$ cat src/mem_fabric_settings.svh
// constants shared by the memory fabric, all in the clk_8mhz domain
// region codes are address bits 31:28 of the cpu or loader bus
// the pad register block is 16 words wide, only 12 are populated

`ifndef MEM_FABRIC_SETTINGS_SVH
`define MEM_FABRIC_SETTINGS_SVH

//////////////////////////////////////////////////
// address map

`define MF_REGION_RAM    4'h0
`define MF_REGION_PAD    4'h2
`define MF_REGION_BRIDGE 4'h4
`define MF_REGION_LOAD   4'h5

// first controller register
`define MF_PAD_BASE      32'h2000_0000

//////////////////////////////////////////////////
// sizes

// 2^15 words of 32 bits, 128 KB
`define MF_RAM_AW        15
`define MF_SYNC_STAGES   3
`define MF_NUM_PADS      4

`endif

$ cat src/mem_fabric_pkg.sv
// bus and controller types for the memory fabric
// region decode lives here so the cpu side and the loader agree on it

`default_nettype none

`include "mem_fabric_settings.svh"

package mem_fabric_pkg;

  typedef logic [31:0] word_t;
  typedef logic [3:0]  strb_t;

  // word index into the cpu ram
  typedef logic [`MF_RAM_AW-1:0] ram_addr_t;

  typedef enum logic [2:0] {
    REGION_RAM,
    REGION_PAD,
    REGION_BRIDGE,
    REGION_LOAD,
    REGION_NONE
  } region_e;

  // controller words, see the key bitmap of the host
  typedef logic [15:0] key_t;
  // lstick x/y in the low half, rstick x/y in the high half
  typedef logic [31:0] joy_t;
  // ltrig in bits 7:0, rtrig in bits 15:8
  typedef logic [15:0] trig_t;

  function automatic region_e decode_region(input word_t addr);
    case (addr[31:28])
      `MF_REGION_RAM:    return REGION_RAM;
      `MF_REGION_PAD:    return REGION_PAD;
      `MF_REGION_BRIDGE: return REGION_BRIDGE;
      `MF_REGION_LOAD:   return REGION_LOAD;
      default:           return REGION_NONE;
    endcase
  endfunction

endpackage

`default_nettype wire

$ cat src/input_sync.sv
// plain register chain for slow inputs from another domain
// o_q is unknown until the chain has clocked MF_SYNC_STAGES times
// a multi-bit payload may be seen torn for one cycle

`default_nettype none

`include "mem_fabric_settings.svh"

module input_sync #(
  parameter type payload_t = logic
) (
  input  wire      clk_8mhz,
  input  payload_t i_d,
  output payload_t o_q
);

  payload_t stage [`MF_SYNC_STAGES];

  always_ff @(posedge clk_8mhz) begin
    stage[0] <= i_d;
    for (int i = 1; i < `MF_SYNC_STAGES; i++) begin
      stage[i] <= stage[i-1];
    end
  end

  assign o_q = stage[`MF_SYNC_STAGES-1];

endmodule

`default_nettype wire

$ cat src/pad_regs.sv
// controller registers, 12 populated words of a 16 word block
// index 0-3 key, 4-7 joy, 8-11 trig, 12-15 read zero
// o_pad_rdata is registered, valid one cycle after the index settles

`default_nettype none

`include "mem_fabric_settings.svh"

module pad_regs (
  input  wire                     clk_8mhz,
  input  wire                     rst,
  input  mem_fabric_pkg::key_t    i_cont_key  [`MF_NUM_PADS],
  input  mem_fabric_pkg::joy_t    i_cont_joy  [`MF_NUM_PADS],
  input  mem_fabric_pkg::trig_t   i_cont_trig [`MF_NUM_PADS],
  input  wire [3:0]               i_pad_index,
  output mem_fabric_pkg::word_t   o_pad_rdata
);

  mem_fabric_pkg::key_t  key_s  [`MF_NUM_PADS];
  mem_fabric_pkg::joy_t  joy_s  [`MF_NUM_PADS];
  mem_fabric_pkg::trig_t trig_s [`MF_NUM_PADS];
  mem_fabric_pkg::word_t sel;

  //////////////////////////////////////////////////
  // one synchronizer per controller word

  for (genvar p = 0; p < `MF_NUM_PADS; p++) begin : g_pad
    input_sync #(.payload_t(mem_fabric_pkg::key_t)) u_key_sync (
      .clk_8mhz(clk_8mhz),
      .i_d     (i_cont_key[p]),
      .o_q     (key_s[p])
    );

    input_sync #(.payload_t(mem_fabric_pkg::joy_t)) u_joy_sync (
      .clk_8mhz(clk_8mhz),
      .i_d     (i_cont_joy[p]),
      .o_q     (joy_s[p])
    );

    input_sync #(.payload_t(mem_fabric_pkg::trig_t)) u_trig_sync (
      .clk_8mhz(clk_8mhz),
      .i_d     (i_cont_trig[p]),
      .o_q     (trig_s[p])
    );
  end

  //////////////////////////////////////////////////
  // upper index bits pick the bank

  always_comb begin
    case (i_pad_index[3:2])
      2'd0:    sel = mem_fabric_pkg::word_t'(key_s[i_pad_index[1:0]]);
      2'd1:    sel = joy_s[i_pad_index[1:0]];
      2'd2:    sel = mem_fabric_pkg::word_t'(trig_s[i_pad_index[1:0]]);
      default: sel = '0;
    endcase
  end

  always_ff @(posedge clk_8mhz) begin
    if (rst) begin
      o_pad_rdata <= '0;
    end else begin
      o_pad_rdata <= sel;
    end
  end

endmodule

`default_nettype wire

$ cat config.mk
export PLATFORM = sky130hd
export DESIGN_NAME = pad_regs
export DESIGN_NICKNAME = d
export VERILOG_FILES = /design/src/mem_fabric_pkg.sv /design/src/input_sync.sv /design/src/pad_regs.sv
export VERILOG_INCLUDE_DIRS = /design/src
export SDC_FILE = /design/constraint.sdc
export NUM_CORES = 1
export LEC_CHECK = 0
export BUFFER_PORTS_ARGS = -buffer_cell sky130_fd_sc_hd__buf_2
export CAP_MARGIN = 15
export CORE_MARGIN = 2
export CORE_UTILIZATION = 53
export CTS_CLUSTER_SIZE = 14
export DETAILED_ROUTE_END_ITERATION = 6
export HOLD_SLACK_MARGIN = 0.06
export PLACE_DENSITY_LB_ADDON = 0.3
export REMOVE_ABC_BUFFERS = 1
export SLEW_MARGIN = 20
export SYNTH_ARGS = -nofsm -noshare
export SYNTH_HDL_FRONTEND = slang
export SYNTH_SLANG_ARGS = --single-unit
export TNS_END_PERCENT = 1
$ cat constraint.sdc
create_clock -name clk_8mhz -period 1.76 [get_ports clk_8mhz]
set_clock_uncertainty 0.15 [all_clocks]
set_input_delay 0.176 -clock clk_8mhz [delete_from_list [all_inputs] [get_ports clk_8mhz]]
set_output_delay 0.176 -clock clk_8mhz [all_outputs]
set_load 0.01 [all_outputs]
==> insert_results.sql, run 1 <==
INSERT INTO impl_metrics (metric_group, metric, value, unit) VALUES
('worst_setup_path', 'criticalPathCategory', 'in2reg', ''),
('detailed_routing', 'detail_route.drc_violations', '0', ''),
('cts', 'cts_inserted_buffers', '73', ''),
('global_routing', 'antenna_found_initial', '3', ''),
('sta', 'final.min_clock_period', '1680', 'ps'),
('global_routing', 'groute.layer.met3.usage', '0.0526', ''),
('cts', 'post-cts-setup-buffer-count', '0', ''),
('power_and_ir_drop', 'power_leakage', '11.0', 'nW'),
('worst_setup_path', 'cp-start-kind', 'input pin', ''),
('detailed_routing', 'first_pass_iters', '4', ''),
('power_and_ir_drop', 'swShare', '0.198', ''),
('sta', 'tightest_slew', '619', 'ps'),
('worst_setup_path', 'critical_path_required', '2070', 'ps'),
('sta', 'grt_setup_unrepaired', 'false', ''),
('global_routing', 'grt_pass1_vias', '10800', ''),
('sta', 'timing.max_slew.rel_slack', '0.587', ''),
('sta', 'slew_violations', '0', ''),
('cts', 'cts.sinks', '800', ''),
('cts', 'tritoncts', 'yes', ''),
('outcome', 'status', 'completed', ''),
('final_layout', 'layout.nets', '1884', ''),
('logic_synthesis', 'synth.yosys.seq_area_share', '0.879', ''),
('placement', 'place.gp.congestion', '0.763', ''),
('power_and_ir_drop', 'report.power.total', '36.4', 'mW'),
('detailed_routing', 'initialDrtViolationCount', '336', ''),
('cts', 'cts.root.buffer_cell', 'sky130_fd_sc_hd__clkbuf_16', ''),
('global_routing', 'grt.met2_usage', '0.409', ''),
('detailed_routing', 'vias_per_cell', '4.45', ''),
('global_routing', 'grt_start_max_net_pins', '22', ''),
('cts', 'cts_max_path_buffers', '3', ''),
('final_layout', 'layout.cells.most_common', 'sky130_fd_sc_hd__dfxtp_1', ''),
('die', 'io_pins', '294', ''),
('final_layout', 'layout-drive-gt1-share', '0.304', ''),
('global_routing', 'total_grt_overflow', '0', ''),
('global_routing', 'global_route.usage.total', '0.220', ''),
('placement', 'port-buffer-count', '293', ''),
('final_layout', 'sequential_cell_area_in_the_final_layout', '16000', 'um^2'),
('die', 'coreArea', '33700', 'um^2'),
('final_layout', 'layout_common_cells', 'sky130_fd_sc_hd__dfxtp_1 (799), sky130_fd_sc_hd__buf_2 (291), sky130_fd_sc_hd__dlygate4sd3_1 (266), sky130_fd_sc_hd__clkbuf_16 (78), sky130_fd_sc_hd__mux4_2 (47)', ''),
('detailed_routing', 'routed-via-count', '9434', ''),
('power_and_ir_drop', 'power.ir.vdd_worst', '1400', 'uV'),
('power_and_ir_drop', 'seq_power_share', '0.532', ''),
('logic_synthesis', 'synth_area_per_cell', '18.4', 'um^2'),
('worst_setup_path', 'cp_data_arrival_time', '1990', 'ps'),
('detailed_routing', 'route.antenna.remaining_nets', '0', ''),
('logic_synthesis', 'yosys_register_bits', '800', ''),
('sta', 'timing.final.setup_violations', '0', ''),
('power_and_ir_drop', 'comb_power_share', '0.040', ''),
('die', 'die_h', '189', 'um'),
('die', 'initial_util', '0.540', ''),
('power_and_ir_drop', 'power.share.clock', '0.428', ''),
('logic_synthesis', 'ys_warn_count', '0', ''),
('die', 'fp.dieW', '189', 'um'),
('die', 'floorplan_die_area', '35900', 'um^2'),
('logic_synthesis', 'post_synth_instance_area', '18200', 'um^2'),
('cts', 'clk-insertion-delay-late', '570', 'ps'),
('final_layout', 'area_occupied_by_multi_input_gates', '2000', 'um^2'),
('logic_synthesis', 'netlist_instances', '991', ''),
('logic_synthesis', 'synthDistinctLibCells', '23', ''),
('cts', 'clk_pin_slew_worst_paths', '70', 'ps'),
('global_routing', 'global_route.usage.met1', '0.235', ''),
('global_routing', 'grt_first_pass_wirelength', '58.5', 'mm'),
('detailed_routing', 'finalWirelength', '38.8', 'mm'),
('worst_setup_path', 'path_max_fanout', '7', ''),
('sta', 'finalCritPeriodShare', '0.954', ''),
('run', 'max_cap_violations', '0', ''),
('power_and_ir_drop', 'cell_internal_pwr', '29.2', 'mW'),
('detailed_routing', 'wire_per_inst', '18.3', 'um'),
('global_routing', 'gr-max-usage-layer', 'met2', ''),
('worst_setup_path', 'worstSetupEndpointType', 'flip-flop', ''),
('power_and_ir_drop', 'pwr_density_cell', '1430', 'nW/um^2'),
('power_and_ir_drop', 'p_switching', '7.19', 'mW'),
('sta', 'max_freq', '596', 'MHz'),
('sta', 'hold_violations', '0', ''),
('sta', 'finalSetupTns', '0', 'ps'),
('worst_hold_path', 'holdCritPathClass', 'in2reg', ''),
('die', 'fp-row-count', '67', ''),
('placement', 'dp_hpwl', '19.1', 'mm'),
('final_layout', 'filler_cell_count', '1851', ''),
('final_layout', 'flow.area_growth_from_synthesis', '39.3', '%'),
('cts', 'htree_num_levels', '3', '');
[path summary, 6_finish.rpt]
kind                                          from                          endpoint  slack [ps]  cells past startpoint
setup / recovery                               rst                    o_pad_rdata[0]          80                      7
hold / removal                      i_cont_joy[25]  g_pad[3].u_joy_sync.stage[0][25]          90                      2
setup reg to reg  g_pad[3].u_key_sync.stage[0][33]                    o_pad_rdata[1]         460                      3
hold reg to reg   g_pad[0].u_joy_sync.stage[0][32]  g_pad[0].u_joy_sync.stage[0][64]         170                      0
[critical path, cell delays in order]
cell,delay (ps)
sky130_fd_sc_hd__dlygate4sd3_1,570
sky130_fd_sc_hd__buf_2,160
sky130_fd_sc_hd__nor3b_4,190
sky130_fd_sc_hd__dlygate4sd3_1,570
sky130_fd_sc_hd__buf_4,190
sky130_fd_sc_hd__nand2_1,70
sky130_fd_sc_hd__o31ai_1,60
[state kept, by name, indices dropped and copies added, names as in the netlist]
name / flops
g_pad.u_joy_sync.stage: 384
g_pad.u_key_sync.stage: 192
g_pad.u_trig_sync.stage: 192
o_pad_rdata: 32
[through the flow]
stage,worst slack [ps],cells,utilization,hold slack [ps],instance area (um^2)
after global routing,9.67,2122,0.753,80.7,25400
after CTS,44.2,2121,0.753,60.2,25400
after floorplan,545,965,-,53.7,18000
after global placement,116,1729,0.602,128,20300
after detailed placement,68.5,1729,0.602,130,20300
final,81.0,2122,0.753,88.2,25400
[cells in the mapped netlist, drive strengths merged]
cell    number  area, um^2
and3        16         100
buf         20         185
clkbuf       6        23.8
dfxtp      800       16000
mux2        32         360
mux4        48        1080
nand2       16        60.1
nand2b       1        6.26
nor2         1        3.75
nor2b       16         100
nor3b        1        12.5
o22ai       16         100
o31ai       16         145
or2          2        12.5
[power groups by stage]
stage,combinational (mW),sequential [mW],clock [mW]
finish,1.46,19.4,15.6
global route,1.56,19.4,16.6
global placement,0.933,19.7,0
CTS,1.42,19.3,15.6
detailed placement,0.945,19.7,0
floorplan,0.347,19.6,0
[metal layers]
| layer | vias up | wire length [um] |
|---|---|---|
| met5 | - | 13 |
| met4 | 2 | 1440 |
| met3 | 93 | 2330 |
| met2 | 299 | 20700 |
| met1 | 4500 | 14300 |
| li1 | 4540 | - |
[cell type report]
class                      instances  share of cell area
sequential                       800               0.632
timing repair buffer             582               0.173
clock buffer                     109              0.0875
multi-input combinational        165              0.0787
tap                              448              0.0221
clock inverter                    16             0.00666
antenna                            2            0.000197
[timing repair]
item,4_1_cts,5_1_grt
hold endpoints to repair,288,0
resized for setup,0,2
setup endpoints to repair,0,1
hold buffers,267,0
[logic make-up (layout without fill, tap and decap cells)]
kind of cell | Yosys count | count (layout) | share of synthesized area
DFF | 800 | 800 | 0.879
muxes | 80 | 80 | 0.0794
and+or+nand+nor | 53 | 53 | 0.0162
AOI/OAI and AO/OA | 32 | 32 | 0.0135
buffers and inverters | 26 | 707 | 0.0115
other | 0 | 2 | 0
(Power assumes the default switching activity.)
==> run 2: changes to the inputs <==
- RECOVER_POWER: default -> 100
==> run 2 against run 1 <==
Highest routed layer unchanged. Sequential share of layout area rose by 0.33 points. Critical path type unchanged. Non-clock buffer count stayed put. Largest power group unchanged. Sequential power hardly changed.
==> insert_results.sql, run 2 (synthesis gave the netlist of run 1 again) <==
INSERT INTO impl_metrics (metric_group, metric, value, unit) VALUES
('detailed_routing', 'route.antenna.remaining_nets', '0', ''),
('final_layout', 'flow.area_growth_from_synthesis', '38.6', '%'),
('power_and_ir_drop', 'cell_internal_pwr', '29.2', 'mW'),
('cts', 'clk-insertion-delay-late', '570', 'ps'),
('sta', 'hold_violations', '0', ''),
('final_layout', 'filler_cell_count', '1918', ''),
('global_routing', 'antenna_found_initial', '3', ''),
('final_layout', 'layout-drive-gt1-share', '0.249', ''),
('outcome', 'status', 'completed', ''),
('detailed_routing', 'vias_per_cell', '4.45', ''),
('die', 'fp.dieW', '189', 'um'),
('power_and_ir_drop', 'p_switching', '7.21', 'mW'),
('power_and_ir_drop', 'pwr_density_cell', '1440', 'nW/um^2'),
('placement', 'postPlaceCellArea', '20300', 'um^2'),
('sta', 'tightest_slew', '617', 'ps'),
('global_routing', 'global_route.usage.total', '0.220', ''),
('placement', 'port-buffer-count', '293', ''),
('power_and_ir_drop', 'power.ir.vdd_worst', '1390', 'uV'),
('die', 'floorplan_die_area', '35900', 'um^2'),
('final_layout', 'sequential_cell_area_in_the_final_layout', '16000', 'um^2'),
('detailed_routing', 'wire_per_inst', '18.3', 'um'),
('die', 'io_pins', '294', ''),
('power_and_ir_drop', 'swShare', '0.198', ''),
('final_layout', 'area_occupied_by_multi_input_gates', '1980', 'um^2'),
('cts', 'cts.root.buffer_cell', 'sky130_fd_sc_hd__clkbuf_16', ''),
('worst_setup_path', 'worstSetupEndpointType', 'flip-flop', ''),
('detailed_routing', 'routed-via-count', '9450', ''),
('run', 'max_cap_violations', '0', ''),
('final_layout', 'registers.top_by_ff_count', 'g_pad.u_joy_sync.stage', ''),
('worst_setup_path', 'cp_data_arrival_time', '2010', 'ps'),
('power_and_ir_drop', 'power_leakage', '10.7', 'nW'),
('worst_setup_path', 'cp-start-kind', 'input pin', ''),
('global_routing', 'gr-max-usage-layer', 'met2', ''),
('sta', 'finalCritPeriodShare', '0.957', ''),
('die', 'fp-row-count', '67', ''),
('sta', 'final.setup.worst_slack', '75.5', 'ps'),
('global_routing', 'grt_pass1_vias', '10800', ''),
('cts', 'tritoncts', 'yes', ''),
('cts', 'post-cts-setup-buffer-count', '0', ''),
('global_routing', 'groute.layer.met3.usage', '0.0526', ''),
('cts', 'cts_inserted_buffers', '73', ''),
('die', 'initial_util', '0.540', ''),
('detailed_routing', 'initialDrtViolationCount', '345', ''),
('power_and_ir_drop', 'power.share.clock', '0.428', ''),
('global_routing', 'total_grt_overflow', '0', ''),
('global_routing', 'global_route.usage.met1', '0.235', ''),
('global_routing', 'grt_start_max_net_pins', '22', ''),
('final_layout', 'layout.nets', '1884', ''),
('worst_setup_path', 'criticalPathCategory', 'in2reg', ''),
('sta', 'timing.max_slew.rel_slack', '0.589', ''),
('cts', 'htree_num_levels', '3', ''),
('worst_hold_path', 'holdCritPathClass', 'in2reg', ''),
('worst_setup_path', 'path_max_fanout', '7', ''),
('sta', 'finalSetupTns', '0', 'ps'),
('final_layout', 'layout_common_cells', 'sky130_fd_sc_hd__dfxtp_1 (799), sky130_fd_sc_hd__dlygate4sd3_1 (266), sky130_fd_sc_hd__buf_2 (199), sky130_fd_sc_hd__clkbuf_1 (104), sky130_fd_sc_hd__clkbuf_16 (78)', ''),
('final_layout', 'layout.cells.most_common', 'sky130_fd_sc_hd__dfxtp_1', ''),
('final_layout', 'stdcell_area', '25200', 'um^2'),
('sta', 'grt_setup_unrepaired', 'false', ''),
('placement', 'dp_hpwl', '19.1', 'mm'),
('sta', 'max_freq', '594', 'MHz'),
('die', 'die_h', '189', 'um'),
('cts', 'cts.sinks', '800', ''),
('cts', 'cts_max_path_buffers', '3', ''),
('power_and_ir_drop', 'comb_power_share', '0.039', ''),
('worst_setup_path', 'critical_path_required', '2090', 'ps'),
('worst_setup_path', 'r2r_slack', '450', 'ps'),
('sta', 'timing.final.setup_violations', '0', ''),
('die', 'coreArea', '33700', 'um^2'),
('detailed_routing', 'detail_route.drc_violations', '0', ''),
('placement', 'dp_slack', '68.5', 'ps'),
('global_routing', 'grt.met2_usage', '0.409', ''),
('placement', 'place.gp.congestion', '0.763', ''),
('sta', 'slew_violations', '0', ''),
('cts', 'clk_pin_slew_worst_paths', '60', 'ps'),
('detailed_routing', 'first_pass_iters', '4', ''),
('final_layout', 'largest_register_ffs', '384', ''),
('power_and_ir_drop', 'seq_power_share', '0.532', ''),
('detailed_routing', 'finalWirelength', '38.9', 'mm'),
('final_layout', 'biggestRegsByFlops', 'g_pad.u_joy_sync.stage: 384 flops, g_pad.u_key_sync.stage: 192 flops, g_pad.u_trig_sync.stage: 192 flops', ''),
('global_routing', 'grt_first_pass_wirelength', '58.5', 'mm'),
('sta', 'final.min_clock_period', '1680', 'ps');
-- run 2: changes by cell type in the layout (fill, tap and decap cells not counted) --
| cell | previous run | this run |
|---|---|---|
| sky130_fd_sc_hd__or2_0 | 0 | 1 |
| sky130_fd_sc_hd__o31ai_1 | 11 | 13 |
| sky130_fd_sc_hd__or2_1 | 1 | 0 |
| sky130_fd_sc_hd__clkbuf_1 | 16 | 104 |
| sky130_fd_sc_hd__buf_2 | 291 | 199 |
| sky130_fd_sc_hd__o31ai_2 | 5 | 3 |
| sky130_fd_sc_hd__buf_4 | 18 | 16 |
| sky130_fd_sc_hd__and3_4 | 1 | 0 |
| sky130_fd_sc_hd__and3_1 | 15 | 16 |
| sky130_fd_sc_hd__clkbuf_2 | 0 | 6 |
-- run 2: area by class of cell --
class,count,area share
Sequential cell,800,0.635
Timing Repair Buffer,582,0.170
Clock buffer,109,0.0879
Multi-Input combinational cell,165,0.0786
Tap cell,448,0.0222
Clock inverter,16,0.00669
Antenna cell,2,0.000198
-- run 2: repair_timing --
item | 4_1_cts | 5_1_grt
endpoints found under the setup margin | 0 | 1
hold buffers | 267 | 0
hold endpoints to repair | 288 | 0
resized for setup | 0 | 2
-- run 2: metal layers --
metal / vias to the layer above / wire length [um]
met3: 93 / 2250
met5: - / 13
li1: 4536 / -
met4: 2 / 1450
met2: 307 / 20700
met1: 4512 / 14500
-- run 2: path summary, 6_finish.rpt --
| kind | from | to | depth (start not counted) |
|---|---|---|---|
| worst max-delay path | rst | o_pad_rdata[10] | 7 |
| worst min-delay path | i_cont_joy[25] | g_pad[3].u_joy_sync.stage[0][25] | 2 |
| worst max register to register | g_pad[3].u_key_sync.stage[0][33] | o_pad_rdata[1] | 3 |
| worst min register to register | g_pad[0].u_joy_sync.stage[0][32] | g_pad[0].u_joy_sync.stage[0][64] | 0 |
-- run 2: critical path, cell delays in order --
cell and delay (ps):
sky130_fd_sc_hd__dlygate4sd3_1 570, sky130_fd_sc_hd__buf_2 160, sky130_fd_sc_hd__nor3b_4 190, sky130_fd_sc_hd__dlygate4sd3_1 570, sky130_fd_sc_hd__buf_4 190, sky130_fd_sc_hd__nand2_1 80, sky130_fd_sc_hd__o31ai_2 60
-- run 2: power by group through the flow --
| stage | combinational (mW) | clock, mW | sequential [mW] |
|---|---|---|---|
| 6_report | 1.43 | 15.6 | 19.4 |
| 5_1_grt | 1.53 | 16.6 | 19.4 |
| 4_1_cts | 1.42 | 15.6 | 19.3 |
| 3_5_place_dp | 0.945 | 0 | 19.7 |
| 3_3_place_gp | 0.933 | 0 | 19.7 |
| 2_1_floorplan | 0.347 | 0 | 19.6 |
-- run 2: metrics by stage --
| step | total power [mW] | hold WS (ps) | util | instances |
|---|---|---|---|---|
| CTS | 36.4 | 60.2 | 0.753 | 2121 |
| floorplan | 20.0 | 53.7 | - | 965 |
| finish | 36.4 | 87.2 | 0.749 | 2122 |
| detailed placement | 20.7 | 130 | 0.602 | 1729 |
| global placement | 20.6 | 128 | 0.602 | 1729 |
| global route | 37.5 | 80.7 | 0.749 | 2122 |
