--- config.mk ---
export PLATFORM = sky130hd
export DESIGN_NAME = host_loader_flat
export DESIGN_NICKNAME = d
export VERILOG_FILES = /design/src/mem_fabric_pkg.sv /design/src/ram_port_if.sv /design/src/host_loader.sv /design/src/flat_wrapper.sv
export VERILOG_INCLUDE_DIRS = /design/src
export SDC_FILE = /design/constraint.sdc
export NUM_CORES = 1
export LEC_CHECK = 0
export BUFFER_PORTS_ARGS = -buffer_cell sky130_fd_sc_hd__buf_2
export CORE_ASPECT_RATIO = 1.5
export CORE_UTILIZATION = 34
export DETAILED_ROUTE_END_ITERATION = 8
export HOLD_SLACK_MARGIN = 0.03
export PLACE_DENSITY = 0.74
export SYNTH_ARGS = -nofsm -noshare
export SYNTH_HDL_FRONTEND = slang
export SYNTH_SLANG_ARGS = --single-unit
--- constraint.sdc ---
create_clock -name clk_8mhz -period 0.8 [get_ports clk_8mhz]
set_input_delay 0.12 -clock clk_8mhz [delete_from_list [all_inputs] [get_ports clk_8mhz]]
set_output_delay 0.12 -clock clk_8mhz [all_outputs]
set_load 0.005 [all_outputs]
--- src/mem_fabric_settings.svh ---
// constants shared by the memory fabric, all in the clk_8mhz domain
// region codes are address bits 31:28 of the cpu or loader bus
// the pad register block is 16 words wide, only 12 are populated

`ifndef MEM_FABRIC_SETTINGS_SVH
`define MEM_FABRIC_SETTINGS_SVH

//////////////////////////////////////////////////
// address map

`define MF_REGION_RAM    4'h0
`define MF_REGION_PAD    4'h2
`define MF_REGION_BRIDGE 4'h4
`define MF_REGION_LOAD   4'h5

// first controller register
`define MF_PAD_BASE      32'h2000_0000

//////////////////////////////////////////////////
// sizes

// 2^15 words of 32 bits, 128 KB
`define MF_RAM_AW        15
`define MF_SYNC_STAGES   3
`define MF_NUM_PADS      4

`endif

--- src/mem_fabric_pkg.sv ---
// bus and controller types for the memory fabric
// region decode lives here so the cpu side and the loader agree on it

`default_nettype none

`include "mem_fabric_settings.svh"

package mem_fabric_pkg;

  typedef logic [31:0] word_t;
  typedef logic [3:0]  strb_t;

  // word index into the cpu ram
  typedef logic [`MF_RAM_AW-1:0] ram_addr_t;

  typedef enum logic [2:0] {
    REGION_RAM,
    REGION_PAD,
    REGION_BRIDGE,
    REGION_LOAD,
    REGION_NONE
  } region_e;

  // controller words, see the key bitmap of the host
  typedef logic [15:0] key_t;
  // lstick x/y in the low half, rstick x/y in the high half
  typedef logic [31:0] joy_t;
  // ltrig in bits 7:0, rtrig in bits 15:8
  typedef logic [15:0] trig_t;

  function automatic region_e decode_region(input word_t addr);
    case (addr[31:28])
      `MF_REGION_RAM:    return REGION_RAM;
      `MF_REGION_PAD:    return REGION_PAD;
      `MF_REGION_BRIDGE: return REGION_BRIDGE;
      `MF_REGION_LOAD:   return REGION_LOAD;
      default:           return REGION_NONE;
    endcase
  endfunction

endpackage

`default_nettype wire

--- src/ram_port_if.sv ---
// shared port of the cpu ram, clk_8mhz domain
// busy is high whenever ld_we is; the cpu access is not taken that cycle
// rdata is valid one cycle after an accepted cpu_ce

`default_nettype none

interface ram_port_if;

  // cpu side request
  logic                      cpu_ce;
  mem_fabric_pkg::ram_addr_t cpu_addr;
  mem_fabric_pkg::word_t     cpu_wdata;
  mem_fabric_pkg::strb_t     cpu_wstrb;

  // loader side, full word writes only
  logic                      ld_we;
  mem_fabric_pkg::ram_addr_t ld_addr;
  mem_fabric_pkg::word_t     ld_wdata;

  // ram response
  mem_fabric_pkg::word_t     rdata;
  logic                      busy;

  modport decoder (output cpu_ce, cpu_addr, cpu_wdata, cpu_wstrb, input rdata, busy);
  modport loader (output ld_we, ld_addr, ld_wdata);
  modport ram (
    input  cpu_ce, cpu_addr, cpu_wdata, cpu_wstrb, ld_we, ld_addr, ld_wdata,
    output rdata, busy
  );

endinterface

`default_nettype wire

--- src/host_loader.sv ---
// host loader write path into the cpu ram
// i_load_wr is a single cycle strobe already in clk_8mhz
// strobes must be at least two cycles apart

`default_nettype none

`include "mem_fabric_settings.svh"

module host_loader (
  input  wire                   clk_8mhz,
  input  wire                   rst,
  input  wire                   i_load_wr,
  input  mem_fabric_pkg::word_t i_load_addr,
  input  mem_fabric_pkg::word_t i_load_data,
  ram_port_if.loader            ram
);

  // only region 0x5 strobes turn into ram writes
  always_ff @(posedge clk_8mhz) begin
    if (rst) begin
      ram.ld_we <= 1'b0;
    end else begin
      ram.ld_we <= i_load_wr &&
        (mem_fabric_pkg::decode_region(i_load_addr) == mem_fabric_pkg::REGION_LOAD);
    end
  end

  // host words arrive big-endian, swap into cpu byte order
  always_ff @(posedge clk_8mhz) begin
    if (i_load_wr) begin
      ram.ld_addr  <= i_load_addr[`MF_RAM_AW+1:2];
      ram.ld_wdata <= {i_load_data[7:0], i_load_data[15:8],
                       i_load_data[23:16], i_load_data[31:24]};
    end
  end

  // back to back strobes would overwrite the captured word
  a_strobe_spacing: assert property (
    @(posedge clk_8mhz) disable iff (rst) i_load_wr |=> !i_load_wr
  );

endmodule

`default_nettype wire

--- src/flat_wrapper.sv ---
// flat-port wrapper written by rule: the top's interface ports become plain ports
module host_loader_flat 
  (clk_8mhz, rst, i_load_wr, i_load_addr, i_load_data, ram_ld_we, ram_ld_addr, ram_ld_wdata);
  ram_port_if ram_i ();
  input  wire clk_8mhz;
  input  wire rst;
  input  wire i_load_wr;
  input  mem_fabric_pkg::word_t i_load_addr;
  input  mem_fabric_pkg::word_t i_load_data;
  output wire logic [$bits(ram_i.ld_we)-1:0] ram_ld_we;
  output wire logic [$bits(ram_i.ld_addr)-1:0] ram_ld_addr;
  output wire logic [$bits(ram_i.ld_wdata)-1:0] ram_ld_wdata;
  assign ram_ld_we = ram_i.ld_we;
  assign ram_ld_addr = ram_i.ld_addr;
  assign ram_ld_wdata = ram_i.ld_wdata;
  host_loader u_core (.clk_8mhz(clk_8mhz), .rst(rst), .i_load_wr(i_load_wr), .i_load_addr(i_load_addr), .i_load_data(i_load_data), .ram(ram_i));
endmodule
==> flow_metrics.env, run 1 <==
export IMPL_share_of_cells_above_drive_strength_1=0.529
export IMPL_worst_path_max_fanout=1
export IMPL_cellLeakagePower_nw=1.14
export IMPL_timing_critical_path_max_delay_family="flip-flops"
export IMPL_place_congestion=0.724
export IMPL_n_fill_cell=286
export IMPL_min_delay_path_class="in2reg"
export IMPL_avgRoutedWirePerCell_um=14.4
export IMPL_netlist_top_cells_count="sky130_fd_sc_hd__edfxtp_1, sky130_fd_sc_hd__dfxtp_1, sky130_fd_sc_hd__nand4bb_1, sky130_fd_sc_hd__nor3b_2"
export IMPL_post_cts_resized=0
export IMPL_yosysMostFrequentCell="sky130_fd_sc_hd__edfxtp_1"
export IMPL_grt_first_pass_wirelength_um=5530
export IMPL_area_sequential_um2=1430
export IMPL_worst_setup_path_end_kind="output port"
export IMPL_maxCapViolCount=0
export IMPL_slew_limit_headroom=0.897
export IMPL_cts_num_sinks=48
export IMPL_post_route_drc_count=0
export IMPL_postCtsSetupRepairBufs=0
export IMPL_ir_drop_mv=1.43
export IMPL_final_setup_worst_slack_ps=-148
export IMPL_startpoint="u_core.ram.ld_wdata[5]"
export IMPL_timing_critical_path_depth=1
export IMPL_data_required_time_at_the_worst_endpoint_ps=680
export IMPL_number_of_global_route_vias_before_repair=1166
export IMPL_row_count=28
export IMPL_cp_start_kind="flop"
export IMPL_synth_edff_count=47
export IMPL_power_density_cell_area_nw_per_um2=2000
export IMPL_dpl_cell_area_um2=2050
export IMPL_instances_no_fill=255
export IMPL_drt_first_iter_violations=20
export IMPL_finish_net_count=276
export IMPL_post_synth_inst_count=50
export IMPL_placeableCoreArea_um2=4030
export IMPL_timing_hold_violations_final=0
export IMPL_ys_top_cells_by_area="sky130_fd_sc_hd__edfxtp_1, sky130_fd_sc_hd__dfxtp_1, sky130_fd_sc_hd__nor3b_2, sky130_fd_sc_hd__nand4bb_1"
export IMPL_setup_total_negative_slack_ps=-5270
export IMPL_cts_tree="done"
export IMPL_floorplan_die_area_um2=4550
export IMPL_root_buffer="sky130_fd_sc_hd__clkbuf_8"
export IMPL_path_clk_slew_ps=80
export IMPL_synth_top_cell_by_area="sky130_fd_sc_hd__edfxtp_1"
export IMPL_die_width_um=55.4
export IMPL_stdcell_area_um2=2640
export IMPL_crit_arrival_ps=830
export IMPL_area_delta_synth_final_pct=81.3
export IMPL_worst_slew_pin_slew_ps=154
export IMPL_synth_flop_cell="sky130_fd_sc_hd__edfxtp_1"
export IMPL_ys_ff_latch=48
export IMPL_critPathKind="reg2out"
export IMPL_finish_utilization=0.655
export IMPL_grt_max_degree=29
export IMPL_path_buf_inv=1
export IMPL_port_buffers=101
export IMPL_ioPinCount=115
export IMPL_rsz0062_at_grt="true"
export IMPL_status="finished, violations left"
export IMPL_fp_dieH_um=82.1
export IMPL_synth_top_cell_area_share=0.970
export IMPL_layout_worst_path_cycle_share=1.18
export IMPL_drt_pre_antenna_iters=4
export IMPL_async_reset_ff_frac=0
export IMPL_synth_avg_cell_area_um2=29.1
export IMPL_cts_max_path_buffers=2
export IMPL_violations="setup timing"
export IMPL_layout_min_cycle_time_ps=948
export IMPL_crit_chain="buf_2"
export IMPL_htree_num_levels=2
export IMPL_syn_cell_area_um2=1460
export IMPL_sequential_cell_area_fraction_in_the_yosys_report=0.984
export IMPL_multiInputGateArea_um2=23.8
export IMPL_numCtsBuffers=5
export IMPL_insertedDiodeCount=0
export IMPL_critical_path_endpoint="ram_ld_wdata[5]"
export IMPL_placement_setup_worst_slack_ps=25.1
export IMPL_detail_placement_hpwl_um=2350
export IMPL_max_fclk_mhz=1060
export IMPL_worst_path_max_delay_cell="sky130_fd_sc_hd__edfxtp_1"
export IMPL_setup_violations=48
export IMPL_antenna_violations_before_repair=0
export IMPL_crit_path_max_incr_delay_ps=400
export IMPL_drt_wl_total_um=3670
export IMPL_net_count_after_synthesis=117
export IMPL_drt_antenna_violating_nets=0
export IMPL_yosys_warning_total=0
export IMPL_avgViaCountPerCell=4.31
export IMPL_finalMaxSlewViolations=0
export IMPL_synth_distinct_cells=4
export IMPL_design_power_total_mw=5.28
export IMPL_grt_ovfl_total=0
export IMPL_routed_via_count=1098
export IMPL_dpl_cell_count=199
export IMPL_holdWs_ps=78.1
export IMPL_globalRouteTotalUtil=0.168
export IMPL_initial_core_util=0.361
final cells by class:
class | count | share of cell area
Sequential cell | 48 | 0.542
Timing Repair Buffer | 152 | 0.387
Clock buffer | 5 | 0.0261
Tap cell | 45 | 0.0213
Clock inverter | 3 | 0.0142
Multi-Input combinational cell | 2 | 0.00901
power by group:
part / total [mW] / leakage (nW) / switching [mW] / internal, mW
clock network: 1.66 / 0.0532 / 0.750 / 0.910
logic: 0.596 / 0.622 / 0.216 / 0.379
registers: 3.02 / 0.468 / 0.0486 / 2.97
total: 5.28 / 1.14 / 1.01 / 4.26
how the worst min path moves through the flow:
stage	cells past startpoint	slack [ps]	end	from
finish	2	80	u_core.ram.ld_we	i_load_addr[28]
global route	2	70	u_core.ram.ld_we	i_load_addr[28]
CTS	2	80	u_core.ram.ld_we	i_load_addr[28]
detailed placement	1	300	u_core.ram.ld_wdata[25]	i_load_data[1]
global placement	2	290	u_core.ram.ld_we	i_load_addr[29]
floorplan	1	190	u_core.ram.ld_we	i_load_addr[29]
layer usage:
| metal | vias to the layer above | global-route usage | part of all wire |
|---|---|---|---|
| met5 | - | 0 | 0 |
| met4 | 0 | 0.0600 | 0.013 |
| met3 | 4 | 0.0545 | 0.070 |
| met2 | 64 | 0.336 | 0.58 |
| met1 | 510 | 0.158 | 0.33 |
| li1 | 520 | - | - |
cell usage in the layout, fill, tap and decap left out:
cell,instances
sky130_fd_sc_hd__buf_12,1
sky130_fd_sc_hd__buf_4,2
sky130_fd_sc_hd__bufinv_16,1
sky130_fd_sc_hd__buf_2,101
sky130_fd_sc_hd__clkinv_1,2
sky130_fd_sc_hd__dlygate4sd3_1,48
sky130_fd_sc_hd__nand4bb_1,1
sky130_fd_sc_hd__edfxtp_1,47
sky130_fd_sc_hd__dfxtp_1,1
sky130_fd_sc_hd__clkbuf_8,5
sky130_fd_sc_hd__nor3b_2,1
repair_timing:
action                                 CTS  global route
setup endpoints to repair               48            48
endpoints found under the hold margin   48             0
hold buffers                            48             0
kinds of logic after synthesis:
logic type and share of synthesized area:
and+or+nand+nor 0.0163, DFF 0.984
registers in the layout (all words and copies together) (netlist names):
| name | cells |
|---|---|
| u_core.ram.ld_we | 1 |
| u_core.ram.ld_wdata | 32 |
| u_core.ram.ld_addr | 15 |
(Power assumes the default switching activity.)
==> inputs of run 2 (changes only) <==
--- a/config.mk
+++ b/config.mk
@@ -10,7 +10,7 @@
 export CORE_ASPECT_RATIO = 1.5
 export CORE_UTILIZATION = 34
 export DETAILED_ROUTE_END_ITERATION = 8
-export HOLD_SLACK_MARGIN = 0.03
+export HOLD_SLACK_MARGIN = 0.1
 export PLACE_DENSITY = 0.74
 export SYNTH_ARGS = -nofsm -noshare
 export SYNTH_HDL_FRONTEND = slang
==> constraint.sdc (replaced) <==
create_clock -name clk_8mhz -period 0.8 [get_ports clk_8mhz]
set_input_delay 0.08 -clock clk_8mhz [delete_from_list [all_inputs] [get_ports clk_8mhz]]
set_output_delay 0.08 -clock clk_8mhz [all_outputs]
set_load 0.005 [all_outputs]
==> flow_metrics.env, run 2 (synthesized netlist as in run 1, its figures left out) <==
export IMPL_violations="setup timing"
export IMPL_post_route_drc_count=0
export IMPL_max_fclk_mhz=1100
export IMPL_avgRoutedWirePerCell_um=14.6
export IMPL_place_congestion=0.724
export IMPL_worst_setup_path_end_kind="output port"
export IMPL_routed_via_count=1107
export IMPL_crit_chain="buf_2"
export IMPL_grt_first_pass_wirelength_um=5590
export IMPL_layout_worst_path_cycle_share=1.13
export IMPL_placeableCoreArea_um2=4030
export IMPL_layout_min_cycle_time_ps=908
export IMPL_timing_critical_path_max_delay_family="flip-flops"
export IMPL_globalRouteTotalUtil=0.170
export IMPL_postCtsSetupRepairBufs=0
export IMPL_share_of_cells_above_drive_strength_1=0.526
export IMPL_maxCapViolCount=0
export IMPL_htree_num_levels=2
export IMPL_worst_slew_pin_slew_ps=154
export IMPL_post_cts_resized=0
export IMPL_drt_antenna_violating_nets=0
export IMPL_reg_top3="u_core.ram.ld_wdata: 32 flops, u_core.ram.ld_addr: 15 flops, u_core.ram.ld_we: 1 flops"
export IMPL_die_width_um=55.4
export IMPL_path_clk_slew_ps=80
export IMPL_critPathKind="reg2out"
export IMPL_multiInputGateArea_um2=23.8
export IMPL_initial_core_util=0.361
export IMPL_finalMaxSlewViolations=0
export IMPL_finish_utilization=0.657
export IMPL_min_delay_path_class="in2reg"
export IMPL_row_count=28
export IMPL_status="finished, violations left"
export IMPL_crit_arrival_ps=830
export IMPL_area_sequential_um2=1430
export IMPL_floorplan_die_area_um2=4550
export IMPL_dpl_cell_count=199
export IMPL_port_buffers=101
export IMPL_detail_placement_hpwl_um=2350
export IMPL_path_buf_inv=1
export IMPL_ir_drop_mv=1.43
export IMPL_data_required_time_at_the_worst_endpoint_ps=720
export IMPL_cts_max_path_buffers=2
export IMPL_crit_path_max_incr_delay_ps=400
export IMPL_avgViaCountPerCell=4.32
export IMPL_worst_path_max_delay_cell="sky130_fd_sc_hd__edfxtp_1"
export IMPL_worst_path_max_fanout=1
export IMPL_numCtsBuffers=5
export IMPL_setup_violations=47
export IMPL_root_buffer="sky130_fd_sc_hd__clkbuf_8"
export IMPL_grt_max_degree=29
export IMPL_most_frequent_standard_cell_in_the_layout_excluding_fill_and_tap_cells="sky130_fd_sc_hd__buf_2"
export IMPL_number_of_global_route_vias_before_repair=1178
export IMPL_n_fill_cell=287
export IMPL_drt_wl_total_um=3740
export IMPL_holdWs_ps=73.5
export IMPL_largest_register="u_core.ram.ld_wdata"
export IMPL_drt_pre_antenna_iters=4
export IMPL_largest_register_ff_count=32
export IMPL_instances_no_fill=256
export IMPL_cts_tree="done"
export IMPL_cts_num_sinks=48
export IMPL_hold_buffers=49
export IMPL_area_delta_synth_final_pct=82.0
export IMPL_final_setup_worst_slack_ps=-108
export IMPL_finish_net_count=277
export IMPL_cellLeakagePower_nw=1.15
export IMPL_slew_limit_headroom=0.897
export IMPL_rsz0062_at_grt="true"
export IMPL_timing_hold_violations_final=0
export IMPL_insertedDiodeCount=0
export IMPL_power_density_cell_area_nw_per_um2=1990
export IMPL_grt_ovfl_total=0
export IMPL_cp_start_kind="flop"
export IMPL_ioPinCount=115
export IMPL_placement_setup_worst_slack_ps=65.1
export IMPL_drt_first_iter_violations=19
export IMPL_antenna_violations_before_repair=0
export IMPL_fp_dieH_um=82.1
export IMPL_mostFrequentLayoutCells="sky130_fd_sc_hd__buf_2, sky130_fd_sc_hd__dlygate4sd3_1, sky130_fd_sc_hd__edfxtp_1, sky130_fd_sc_hd__clkbuf_8"
-- run 2: changes by cell type in the layout (fill, tap and decap cells not counted), sizes merged --
cell	delta
dlygate4sd3	+1
-- run 2: final timing paths --
path	start	end	slack [ps]	cells past startpoint
max	u_core.ram.ld_wdata[5]	ram_ld_wdata[5]	-110	1
min	i_load_addr[31]	u_core.ram.ld_we	70	3
-- run 2: timing repair --
| action | 4_1_cts | 5_1_grt |
|---|---|---|
| endpoints found under the hold margin | 48 | 1 |
| endpoints found under the setup margin | 48 | 48 |
| pin swaps | 0 | 0 |
-- run 2: cell type report --
cell class,instances,area share
sequential,48,0.540
timing repair buffer,153,0.389
clock buffer,5,0.0260
tap,45,0.0213
clock inverter,3,0.0142
multi-input combinational,2,0.00897
-- run 2: report_power, final --
| part | total (mW) | switching (mW) | internal (mW) |
|---|---|---|---|
| clock | 1.66 | 0.750 | 0.910 |
| combinational | 0.601 | 0.219 | 0.383 |
| sequential | 3.02 | 0.0486 | 2.97 |
-- run 2: metrics by stage --
| stage | area [µm²] | TNS (ps) | total power, mW |
|---|---|---|---|
| 4_1_cts | 2650 | -3860 | 5.30 |
| 3_5_place_dp | 2050 | 0 | 3.49 |
| 6_report | 2650 | -3370 | 5.28 |
| 2_1_floorplan | 1460 | 0 | 3.11 |
| 5_1_grt | 2650 | -5540 | 5.51 |
| 3_3_place_gp | 2050 | 0 | 3.46 |
-- run 2: metal layers --
layer	track usage	vias up	wire length (µm)
met5	0	-	0
met4	0.0600	0	46
met3	0.0545	4	261
met2	0.346	66	2190
met1	0.157	515	1240
li1	-	522	-
==> inputs of run 3 (changes only) <==
--- a/config.mk
+++ b/config.mk
@@ -11,7 +11,8 @@
 export CORE_UTILIZATION = 34
 export DETAILED_ROUTE_END_ITERATION = 8
 export HOLD_SLACK_MARGIN = 0.1
-export PLACE_DENSITY = 0.74
+export PLACE_DENSITY_LB_ADDON = 0.08
+export SLEW_MARGIN = 5
 export SYNTH_ARGS = -nofsm -noshare
 export SYNTH_HDL_FRONTEND = slang
 export SYNTH_SLANG_ARGS = --single-unit
==> flow_metrics.env, run 3 (synthesized netlist as in run 1, its figures left out) <==
export IMPL_global_route_usage_met1=0.178
export IMPL_fp_dieH_um=82.1
export IMPL_routed_via_count=1108
export IMPL_area_sequential_um2=1430
export IMPL_rsz0062_at_grt="true"
export IMPL_hold_buffers=49
export IMPL_htree_num_levels=2
export IMPL_grt_max_degree=21
export IMPL_globalRouteMet3Util=0.0452
export IMPL_crit_chain="buf_2"
export IMPL_largest_register_ff_count=32
export IMPL_critPathKind="reg2out"
export IMPL_initial_core_util=0.361
export IMPL_worst_path_max_delay_cell="sky130_fd_sc_hd__edfxtp_1"
export IMPL_root_buffer="sky130_fd_sc_hd__clkbuf_8"
export IMPL_die_width_um=55.4
export IMPL_largest_register="u_core.ram.ld_wdata"
export IMPL_cellLeakagePower_nw=1.15
export IMPL_holdWs_ps=66.7
export IMPL_final_setup_worst_slack_ps=-97.4
export IMPL_finish_net_count=278
export IMPL_most_frequent_standard_cell_in_the_layout_excluding_fill_and_tap_cells="sky130_fd_sc_hd__buf_2"
export IMPL_antenna_violations_before_repair=0
export IMPL_worst_setup_path_end_kind="output port"
export IMPL_numCtsBuffers=5
export IMPL_area_delta_synth_final_pct=82.7
export IMPL_globalRoute_busiestLayer="met2"
export IMPL_drt_wl_total_um=3430
export IMPL_n_fill_cell=278
export IMPL_timing_critical_path_depth=1
export IMPL_avgViaCountPerCell=4.31
export IMPL_avgRoutedWirePerCell_um=13.3
export IMPL_port_buffers=101
export IMPL_min_delay_path_class="in2reg"
export IMPL_cts_max_path_buffers=2
export IMPL_finalMaxSlewViolations=0
export IMPL_share_of_cells_above_drive_strength_1=0.528
export IMPL_layout_worst_path_cycle_share=1.12
export IMPL_grt_first_pass_wirelength_um=5270
export IMPL_insertedDiodeCount=0
export IMPL_ioPinCount=115
export IMPL_layout_min_cycle_time_ps=897
export IMPL_number_of_global_route_vias_before_repair=1143
export IMPL_grt_ovfl_total=0
export IMPL_cts_num_sinks=48
export IMPL_data_required_time_at_the_worst_endpoint_ps=720
export IMPL_post_cts_resized=0
export IMPL_violations="setup timing"
export IMPL_crit_arrival_ps=820
export IMPL_globalRouteTotalUtil=0.154
export IMPL_placeableCoreArea_um2=4030
export IMPL_postCtsSetupRepairBufs=0
export IMPL_worstHoldPathCells=3
export IMPL_crit_path_max_incr_delay_ps=390
export IMPL_setup_violations=47
export IMPL_drt_first_iter_violations=14
export IMPL_cp_start_kind="flop"
export IMPL_ir_drop_mv=1.51
export IMPL_timing_hold_violations_final=0
export IMPL_status="finished, violations left"
export IMPL_floorplan_die_area_um2=4550
export IMPL_post_route_drc_count=0
export IMPL_reg_top3="u_core.ram.ld_wdata: 32 flops, u_core.ram.ld_addr: 15 flops, u_core.ram.ld_we: 1 flops"
export IMPL_timing_critical_path_max_delay_family="flip-flops"
export IMPL_min_from="i_load_addr[31]"
export IMPL_path_buf_inv=1
export IMPL_worst_slew_pin_slew_ps=203
export IMPL_placement_setup_worst_slack_ps=1.53
export IMPL_mostFrequentLayoutCells="sky130_fd_sc_hd__buf_2, sky130_fd_sc_hd__dlygate4sd3_1, sky130_fd_sc_hd__edfxtp_1, sky130_fd_sc_hd__clkbuf_8, sky130_fd_sc_hd__buf_12"
export IMPL_detail_placement_hpwl_um=2200
export IMPL_max_fclk_mhz=1110
export IMPL_power_density_cell_area_nw_per_um2=1870
export IMPL_setup_total_negative_slack_ps=-3190
export IMPL_cts_tree="done"
export IMPL_row_count=28
export IMPL_grt_met2_usage=0.277
export IMPL_slew_limit_headroom=0.865
export IMPL_drt_antenna_violating_nets=0
export IMPL_drt_pre_antenna_iters=4
export IMPL_path_clk_slew_ps=80
export IMPL_place_congestion=0.664
export IMPL_multiInputGateArea_um2=23.8
export IMPL_min_delay_worst_endpoint="u_core.ram.ld_we"
export IMPL_worst_path_max_fanout=1
export IMPL_maxCapViolCount=0
[run 3: cell types whose count changed in the layout (fill, tap and decap cells not counted)]
cell / delta
sky130_fd_sc_hd__buf_4: -1
sky130_fd_sc_hd__bufinv_16: -1
sky130_fd_sc_hd__buf_12: +2
sky130_fd_sc_hd__clkbuf_1: +1
sky130_fd_sc_hd__clkinvlp_4: +1
sky130_fd_sc_hd__clkinv_1: -1
[run 3: how the worst max path moves through the flow]
stage                           start  slack (ps)                       to
6_report        u_core.ram.ld_addr[7]        -100           ram_ld_addr[7]
5_1_grt         u_core.ram.ld_addr[7]        -140           ram_ld_addr[7]
4_1_cts        u_core.ram.ld_wdata[3]        -110          ram_ld_wdata[3]
3_5_place_dp                i_load_wr           2  u_core.ram.ld_wdata[13]
3_3_place_gp                i_load_wr          20   u_core.ram.ld_wdata[9]
2_1_floorplan                     rst         310         u_core.ram.ld_we
[run 3: power breakdown]
group	internal, mW	leakage [nW]	switching, mW
registers	2.97	0.468	0.0466
clock network	0.606	0.0388	0.728
logic	0.398	0.641	0.215
[run 3: routing by layer]
metal / wire, µm / vias up
met5: 0 / -
met4: 59 / 0
met3: 267 / 6
met2: 1840 / 76
met1: 1260 / 502
li1: - / 524
[run 3: layout make-up]
type,count,area share
Clock buffer,6,0.0273
Multi-Input combinational cell,2,0.00894
Clock inverter,2,0.00424
Tap cell,45,0.0212
Timing Repair Buffer,154,0.400
Sequential cell,48,0.538
[run 3: per-stage QoR]
step,util,power (mW),cells,area [µm²]
2_1_floorplan,-,3.11,50,1460
3_3_place_gp,0.517,3.49,200,2080
3_5_place_dp,0.517,3.51,200,2080
4_1_cts,0.660,5.02,257,2660
5_1_grt,0.660,5.19,257,2660
6_report,0.660,4.97,257,2660
